--- src/source/cnn_types_pkg.sv ---
/*
 * Data types of the CNN dot-product engine
 * Byte, product and vector widths shared by all stages
 */
package cnn_types_pkg;

    localparam int DATA_W              = 8;     // Weights, line values and results
    localparam int VEC_LEN             = 16;    // Elements per operand vector
    localparam int GROUP_LEN           = 8;     // Elements summed into one partial sum
    localparam int NUM_GROUPS          = 4;
    localparam int DEFAULT_NUM_RESULTS = 16;

    typedef logic [DATA_W-1:0]          data_t;
    typedef logic [2*DATA_W-1:0]        prod_t;     // Full unsigned 8x8 product
    typedef logic [$clog2(VEC_LEN)-1:0] addr_t;

    // Element i sits at bits [i*DATA_W +: DATA_W]
    typedef logic [VEC_LEN*DATA_W-1:0] data_vec_t;

    // Product i sits at bits [i*2*DATA_W +: 2*DATA_W]
    typedef logic [VEC_LEN*2*DATA_W-1:0] prod_vec_t;

    // Partial sum g sits at bits [g*DATA_W +: DATA_W]
    //   g0 low bytes of elements 0-7, g1 low bytes of 8-15
    //   g2 high bytes of elements 0-7, g3 high bytes of 8-15
    typedef logic [NUM_GROUPS*DATA_W-1:0] psum_vec_t;

endpackage

--- src/source/cnn_ctrl_pkg.sv ---
/*
 * Control types of the CNN dot-product engine
 * FSM encodings and the packed structs carried between stages
 */
package cnn_ctrl_pkg;

    import cnn_types_pkg::*;

    typedef enum logic [1:0] {
        IDLE,
        LOAD_WEIGHTS,
        LOAD_LINE,
        COMPUTE         // Single cycle, fires the pipeline
    } load_state_t;

    typedef enum logic {
        SER_IDLE,
        SER_EMIT
    } ser_state_t;

    // Serial byte with its strobe, for both inputs and the result stream
    typedef struct packed {
        logic  valid;
        data_t data;
    } byte_stream_t;

    typedef struct packed {
        logic  en;
        addr_t addr;
        data_t data;
    } buf_write_t;

    typedef struct packed {
        logic      valid;
        prod_vec_t prod;
    } prod_stage_t;

    typedef struct packed {
        logic      valid;
        psum_vec_t psum;
    } psum_stage_t;

endpackage

--- src/source/load_controller.sv ---
`timescale 1ns/1ps
/*
 * Load controller
 * Takes 16 weight bytes then 16 line bytes into the operand buffers, then pulses compute
 */
module load_controller
    import cnn_types_pkg::*;
    import cnn_ctrl_pkg::*;
(
    input  logic         clk,
    input  logic         reset,
    input  logic         start_i,
    input  byte_stream_t weight_in_i,
    input  byte_stream_t line_in_i,
    output buf_write_t   weight_wr_o,
    output buf_write_t   line_wr_o,
    output logic         compute_o
);

    load_state_t state_q;
    addr_t       elem_cnt_q;     // Element index, shared by both load phases
    logic        weight_en_q;
    logic        line_en_q;
    logic        compute_q;
    addr_t       wr_addr_q;
    data_t       wr_data_q;      // Only one stream is taken per cycle

    logic weight_take;
    logic line_take;
    logic last_elem;

    // Bytes outside their own phase are dropped here
    assign weight_take = (state_q == LOAD_WEIGHTS) && weight_in_i.valid;
    assign line_take   = (state_q == LOAD_LINE) && line_in_i.valid;
    assign last_elem   = (elem_cnt_q == addr_t'(VEC_LEN - 1));

    always_ff @(posedge clk or posedge reset) begin
        if (reset) begin
            state_q     <= IDLE;
            elem_cnt_q  <= '0;
            weight_en_q <= 1'b0;
            line_en_q   <= 1'b0;
            compute_q   <= 1'b0;
        end else begin
            weight_en_q <= weight_take;
            line_en_q   <= line_take;
            compute_q   <= 1'b0;
            if (weight_take || line_take) begin
                elem_cnt_q <= elem_cnt_q + 1'b1;    // Wraps to 0 after element 15
            end

            case (state_q)
                IDLE: begin
                    elem_cnt_q <= '0;
                    if (start_i) begin
                        state_q <= LOAD_WEIGHTS;
                    end
                end
                LOAD_WEIGHTS: begin
                    if (weight_take && last_elem) begin
                        state_q <= LOAD_LINE;
                    end
                end
                LOAD_LINE: begin
                    if (line_take && last_elem) begin
                        state_q <= COMPUTE;
                    end
                end
                COMPUTE: begin
                    compute_q <= 1'b1;      // Last line byte is in the buffer by now
                    state_q   <= IDLE;
                end
                default: state_q <= IDLE;
            endcase
        end
    end

    // Write payload, qualified by the enable bits above
    always_ff @(posedge clk) begin
        if (weight_take || line_take) begin
            wr_addr_q <= elem_cnt_q;
            wr_data_q <= line_take ? line_in_i.data : weight_in_i.data;
        end
    end

    assign weight_wr_o = '{en: weight_en_q, addr: wr_addr_q, data: wr_data_q};
    assign line_wr_o   = '{en: line_en_q, addr: wr_addr_q, data: wr_data_q};
    assign compute_o   = compute_q;

endmodule

--- src/source/operand_buffer.sv ---
`timescale 1ns/1ps
/*
 * Operand buffer
 * 16-byte register file, written one byte at a time, all entries read in parallel
 */
module operand_buffer
    import cnn_types_pkg::*;
    import cnn_ctrl_pkg::*;
(
    input  logic       clk,
    input  logic       reset,
    input  buf_write_t wr_i,
    output data_vec_t  data_o
);

    data_t mem_q [VEC_LEN];

    // Entries start at zero so a partial load computes on known data
    always_ff @(posedge clk or posedge reset) begin
        if (reset) begin
            for (int i = 0; i < VEC_LEN; i++) begin
                mem_q[i] <= '0;
            end
        end else if (wr_i.en) begin
            mem_q[wr_i.addr] <= wr_i.data;
        end
    end

    // Flatten, element 0 in the low byte
    always_comb begin
        for (int i = 0; i < VEC_LEN; i++) begin
            data_o[i*DATA_W +: DATA_W] = mem_q[i];
        end
    end

endmodule

--- src/source/mac_array.sv ---
`timescale 1ns/1ps
/*
 * Multiplier array
 * Sixteen unsigned 8x8 multipliers with one register stage
 */
module mac_array
    import cnn_types_pkg::*;
    import cnn_ctrl_pkg::*;
(
    input  logic        clk,
    input  logic        reset,
    input  logic        compute_i,
    input  data_vec_t   weight_i,
    input  data_vec_t   line_i,
    output prod_stage_t prod_o
);

    localparam int PROD_W = $bits(prod_t);

    prod_vec_t prod_d;
    prod_vec_t prod_q;
    logic      valid_q;

    always_comb begin
        for (int i = 0; i < VEC_LEN; i++) begin
            prod_d[i*PROD_W +: PROD_W] = prod_t'(weight_i[i*DATA_W +: DATA_W])
                                       * prod_t'(line_i[i*DATA_W +: DATA_W]);
        end
    end

    always_ff @(posedge clk or posedge reset) begin
        if (reset) begin
            valid_q <= 1'b0;
        end else begin
            valid_q <= compute_i;
        end
    end

    always_ff @(posedge clk) begin
        if (compute_i) begin
            prod_q <= prod_d;   // Held between runs
        end
    end

    assign prod_o = '{valid: valid_q, prod: prod_q};

endmodule

--- src/source/adder_tree.sv ---
`timescale 1ns/1ps
/*
 * Adder tree
 * Reduces low and high product bytes of each vector half into four byte sums
 */
module adder_tree
    import cnn_types_pkg::*;
    import cnn_ctrl_pkg::*;
(
    input  logic        clk,
    input  logic        reset,
    input  prod_stage_t prod_i,
    output psum_stage_t psum_o
);

    localparam int PROD_W = $bits(prod_t);
    localparam int HALVES = VEC_LEN / GROUP_LEN;    // Groups per byte lane

    psum_vec_t psum_d;
    psum_vec_t psum_q;
    logic      valid_q;

    // Pairwise reduction of one group, all adds modulo 256
    function automatic data_t group_sum(prod_vec_t prods, int base, logic high);
        data_t part [GROUP_LEN];
        for (int i = 0; i < GROUP_LEN; i++) begin
            part[i] = prods[(base + i) * PROD_W + (high ? DATA_W : 0) +: DATA_W];
        end
        // Each level folds neighbours into the lower slots
        for (int w = GROUP_LEN / 2; w > 0; w = w / 2) begin
            for (int i = 0; i < w; i++) begin
                part[i] = part[2*i] + part[2*i+1];
            end
        end
        return part[0];
    endfunction

    always_comb begin
        for (int g = 0; g < NUM_GROUPS; g++) begin
            // Low bytes first, then high bytes, each over both halves
            psum_d[g*DATA_W +: DATA_W] = group_sum(prod_i.prod,
                                                   (g % HALVES) * GROUP_LEN,
                                                   (g / HALVES) != 0);
        end
    end

    always_ff @(posedge clk or posedge reset) begin
        if (reset) begin
            valid_q <= 1'b0;
        end else begin
            valid_q <= prod_i.valid;
        end
    end

    always_ff @(posedge clk) begin
        if (prod_i.valid) begin
            psum_q <= psum_d;
        end
    end

    assign psum_o = '{valid: valid_q, psum: psum_q};

endmodule

--- src/source/result_serializer.sv ---
`timescale 1ns/1ps
/*
 * Result serializer
 * Captures the partial sums and streams NUM_RESULTS bytes, byte k = sum (k mod 4)
 */
module result_serializer
    import cnn_types_pkg::*;
    import cnn_ctrl_pkg::*;
#(
    parameter int NUM_RESULTS = DEFAULT_NUM_RESULTS
) (
    input  logic         clk,
    input  logic         reset,
    input  psum_stage_t  psum_i,
    output byte_stream_t result_o
);

    localparam int CNT_W = (NUM_RESULTS > 1) ? $clog2(NUM_RESULTS) : 1;

    ser_state_t       state_q;
    logic [CNT_W-1:0] cnt_q;     // Index k of the byte on result_o
    psum_vec_t        cap_q;
    logic             last_byte;

    assign last_byte = (cnt_q == CNT_W'(NUM_RESULTS - 1));

    always_ff @(posedge clk or posedge reset) begin
        if (reset) begin
            state_q <= SER_IDLE;
            cnt_q   <= '0;
        end else begin
            case (state_q)
                SER_IDLE: begin
                    if (psum_i.valid) begin
                        state_q <= SER_EMIT;
                        cnt_q   <= '0;
                    end
                end
                SER_EMIT: begin
                    if (psum_i.valid) begin
                        cnt_q <= '0;            // New sums restart the stream
                    end else if (last_byte) begin
                        state_q <= SER_IDLE;
                    end else begin
                        cnt_q <= cnt_q + 1'b1;
                    end
                end
                default: state_q <= SER_IDLE;
            endcase
        end
    end

    always_ff @(posedge clk) begin
        if (psum_i.valid) begin
            cap_q <= psum_i.psum;
        end
    end

    // Valid from the cycle after done, one byte per cycle
    assign result_o = '{
        valid: (state_q == SER_EMIT),
        data:  cap_q[(int'(cnt_q) % NUM_GROUPS) * DATA_W +: DATA_W]
    };

endmodule

--- src/source/cnn_accel_top.sv ---
`timescale 1ns/1ps
/*
 * CNN dot-product engine top level
 * Load side, multiplier and adder pipeline, result serializer
 */
module cnn_accel_top
    import cnn_types_pkg::*;
    import cnn_ctrl_pkg::*;
#(
    parameter int NUM_RESULTS = DEFAULT_NUM_RESULTS
) (
    input  logic         clk,
    input  logic         reset,
    input  logic         start_i,
    input  byte_stream_t weight_in_i,
    input  byte_stream_t line_in_i,
    output byte_stream_t result_o,
    output logic         done_o
);

    buf_write_t  weight_wr;
    buf_write_t  line_wr;
    logic        compute;
    data_vec_t   weight_vec;
    data_vec_t   line_vec;
    prod_stage_t prod;
    psum_stage_t psum;

    // Input side
    load_controller load_ctrl_i (
        .clk         (clk),
        .reset       (reset),
        .start_i     (start_i),
        .weight_in_i (weight_in_i),
        .line_in_i   (line_in_i),
        .weight_wr_o (weight_wr),
        .line_wr_o   (line_wr),
        .compute_o   (compute)
    );

    operand_buffer weight_buf_i (
        .clk    (clk),
        .reset  (reset),
        .wr_i   (weight_wr),
        .data_o (weight_vec)
    );

    operand_buffer line_buf_i (
        .clk    (clk),
        .reset  (reset),
        .wr_i   (line_wr),
        .data_o (line_vec)
    );

    // Processing, two register stages
    mac_array mac_array_i (
        .clk       (clk),
        .reset     (reset),
        .compute_i (compute),
        .weight_i  (weight_vec),
        .line_i    (line_vec),
        .prod_o    (prod)
    );

    adder_tree adder_tree_i (
        .clk    (clk),
        .reset  (reset),
        .prod_i (prod),
        .psum_o (psum)
    );

    assign done_o = psum.valid;     // Sums ready

    // Output side
    result_serializer #(
        .NUM_RESULTS (NUM_RESULTS)
    ) result_ser_i (
        .clk      (clk),
        .reset    (reset),
        .psum_i   (psum),
        .result_o (result_o)
    );

endmodule

--- config.mk ---
export PLATFORM = sky130hd
export DESIGN_NAME = cnn_accel_top
export DESIGN_NICKNAME = d
export VERILOG_FILES = /design/src/source/cnn_types_pkg.sv /design/src/source/cnn_ctrl_pkg.sv /design/src/source/load_controller.sv /design/src/source/operand_buffer.sv /design/src/source/mac_array.sv /design/src/source/adder_tree.sv /design/src/source/result_serializer.sv /design/src/source/cnn_accel_top.sv
export SDC_FILE = /design/constraint.sdc
export NUM_CORES = 2
export LEC_CHECK = 0
export BUFFER_PORTS_ARGS = -buffer_cell sky130_fd_sc_hd__buf_2
export CAP_MARGIN = 20
export CORE_ASPECT_RATIO = 1.5
export CORE_MARGIN = 2
export CORE_UTILIZATION = 31
export DETAILED_ROUTE_END_ITERATION = 12
export PLACE_DENSITY_LB_ADDON = 0.25
export SLEW_MARGIN = 10
export SYNTH_ARGS = -nofsm -noshare
export SYNTH_HDL_FRONTEND = slang
export SYNTH_SLANG_ARGS = --single-unit
export TNS_END_PERCENT = 50
--- constraint.sdc ---
create_clock -name clk -period 10 [get_ports clk]
set_input_delay 1 -clock clk [delete_from_list [all_inputs] [get_ports clk]]
set_output_delay 1 -clock clk [all_outputs]
set_load 0.05 [all_outputs]
==> qor.yml <==
dr.first_iter.drc_count: 1597
ys_types: 65
ff_latch_area_sq_um: 16800
post_cts_resize_count: 0
crit_path_end_kind: "register"
synth_seq_area_share_pct: 28.4
hold_viol: 0
cts_buffers: 73
fp.dieH_um: 539
row_count: 196
hp-class: "primary input to async pin"
dpl_worst_slack_ns: 5.09
tightestPinTransition_ns: 1.04
syn_area_per_cell_sq_um: 11.0
slew_violations: 0
postCtsSetupBuffers: 0
die_width_um: 360
skew_ns: 0.0365
worstPathArrival_ns: 5.32
drv_cap: 0
async_reset_ff_share_pct: 45.0
gp_congestion: 0.850
port_buffers: 30
cts_tree: "done"
worstPathRequired_ns: 10.40
clock-sinks: 604
crit_type: "register to register"
nNetsFinal: 6851
setup_slack_ns: 5.08
relSlewSlack_pct: 30.6
clkTransAtPathRegs_ns: 0.06
die_area_sq_um: 194000
syn_inst: 5388
drt-total-wl_mm: 145
status: "finished, final reports clean"
ios: 31
ys_ff_latch: 604
rr_worst_depth: 13
final.min_clock_period_ns: 4.92
first_pass_iters: 5
hold_buffers: 0
drtAntennaViolNets: 0
rsz0062_at_grt: "false"
cts_root_buf: "clkbuf_16"
dr_total_vias: 37000
grt-ovfl-total: 0
crit_path_start_kind: "register"
crit_fanout: 9
multiInputGateArea_sq_um: 38200
ys.flop_type: "edfxtp_1"
fmax_mhz: 203
fin_tns_setup_ns: 0
fillCellCount: 19300
grt_pass1_vias: 40800
grt_usage_pct: 15.5
finalSetupViolCount: 0
start_util_pct: 31.1
area_growth_pct: 9.79
holdWs_ns: 0.335
grt_pass1_wl_mm: 234
syn_area_sq_um: 59100
drc: 0
grt_start_max_net_pins: 77
viasPerCell: 4.62
synth_nets: 6755
worstSkewPairLatency_ns: 0.70
synth_edf_count: 332
min_period_over_period_pct: 49.2
antenna_found_initial: 5
cts_buffer_depth: 3
core_region_area_sq_um: 190000
wl_per_cell_um: 18.1
yosysWarnings: 0
place_hpwl_mm: 112
htree_levels: 3
drive_gt1_share_pct: 8.33
-- area by class of cell --
type	count	share of cell area [%]
multi-input cells	3687	58.9
inverters	1061	6.15
well taps	2475	4.78
clock buffers	94	3.15
repair buffers	57	0.544
flip-flops and latches	604	25.9
clock inverters	41	0.633
diodes	3	0.0116
-- worst max-delay path: stages (launching register included) --
cell and delay (ns):
dfrtp_1 0.56, nand2_1 0.14, fa_1 0.53, fa_1 0.55, inv_1 0.05, fa_1 0.47, inv_1 0.06, fa_1 0.48
inv_1 0.04, ha_1 0.33, a21boi_0 0.38, o21ai_1 0.24, mux2i_1 0.17, a2111oi_0 0.63
-- through the flow --
stage               std cells  utilization (%)  area, sq um
floorplan                5388                -        59100
global placement         7882             32.9        62400
detailed placement       7883             32.9        62400
CTS                      8018             34.2        64800
global route             8020             34.2        64800
finish                   8022             34.2        64900
-- per-layer routing --
layer | routed length, um | vias to the layer above | track usage [%]
li1 | - | 17400 | -
met1 | 60900 | 19000 | 18.7
met2 | 76400 | 416 | 28.5
met3 | 3860 | 168 | 1.64
met4 | 4090 | 0 | 4.94
met5 | 0 | - | 0
-- Yosys cell counts (all sizes together), types with 35 or more instances --
cell type / number / area (sq um)
inv: 1061 / 3980
a21oi: 120 / 604
o21ai: 85 / 425
and2: 851 / 5320
nor2: 128 / 480
ha: 614 / 7680
dfrtp: 272 / 6810
nor2b: 35 / 219
o21a: 54 / 405
a21o: 49 / 368
mux2: 264 / 2970
edfxtp: 332 / 9970
fa: 732 / 14700
nand2: 247 / 927
xor2: 47 / 412
xnor2: 174 / 1520
-- logic make-up (layout without fill, tap and decap cells) --
family | after synthesis | count (layout) | share of synthesized area [%]
AO/OA/AOI/OAI | 437 | 437 | 4.86
buffers and inverters | 1097 | 1253 | 6.98
AND/OR/NAND/NOR | 1407 | 1407 | 13.3
XOR/XNOR | 221 | 221 | 3.28
adder cells (fa/ha/maj) | 1346 | 1346 | 37.8
other | 0 | 3 | 0
flip-flops | 604 | 604 | 28.4
multiplexers | 276 | 276 | 5.41
-- cells in the final DEF (no fill, tap or decap), types with 10 or more instances in the layout --
master	netlist	routed
a21o_1	49	49
nor2_1	128	128
nand4_1	13	13
xnor2_1	174	174
nor2b_1	35	35
clkbuf_1	34	12
a21boi_0	10	10
edfxtp_1	332	332
buf_4	1	27
a21oi_1	119	119
buf_2	0	30
xor2_1	47	47
dfrtp_1	272	271
fa_1	732	732
nor3_1	19	19
ha_1	614	614
o21bai_1	11	11
o21ai_0	83	83
clkinv_2	0	13
o31ai_1	13	13
a211oi_1	21	21
nand3_1	34	34
nand2b_1	23	23
clkbuf_16	0	77
nand2_1	247	247
o21a_1	54	54
inv_1	1061	1060
mux2_2	264	264
nor4_1	16	16
and2_1	851	851
-- final timing paths --
kind | from | end | slack [ns]
setup / recovery | weight_buf_i.data_o[125]$_DFFE_PP0P_ | mac_array_i.prod_q[255]$_DFFE_PP_ | 5.08
hold / removal | reset | result_ser_i.cnt_q[1]$_DFFE_PP0P_ | 0.33
setup reg to reg | weight_buf_i.data_o[125]$_DFFE_PP0P_ | mac_array_i.prod_q[255]$_DFFE_PP_ | 5.08
hold reg to reg | adder_tree_i.psum_q[5]$_DFFE_PP_ | result_ser_i.cap_q[5]$_DFFE_PP_ | 0.42
max in group asynchronous | reset | load_ctrl_i.compute_o$_DFF_PP0_ | 7.68
min in group clk | adder_tree_i.psum_q[5]$_DFFE_PP_ | result_ser_i.cap_q[5]$_DFFE_PP_ | 0.42
-- state kept, by name, summed over array words and instances, names as in the netlist --
| register | count |
|---|---|
| result_ser_i.cap_q | 32 |
| result_ser_i.state_q | 1 |
| mac_array_i.valid_q | 1 |
| line_buf_i.data_o | 128 |
| load_ctrl_i.line_en_q | 1 |
| weight_buf_i.data_o | 128 |
| adder_tree_i.psum_q | 32 |
| result_ser_i.cnt_q | 4 |
| load_ctrl_i.wr_data_q | 8 |
| load_ctrl_i.compute_o | 1 |
| load_ctrl_i.elem_cnt_q | 4 |
| load_ctrl_i.weight_en_q | 1 |
| load_ctrl_i.state_q | 2 |
| mac_array_i.prod_q | 256 |
| load_ctrl_i.wr_addr_q | 4 |
| adder_tree_i.valid_q | 1 |
Power is not shown: default switching activity piles up to over one toggle a cycle in this logic, so the estimate is an artifact.
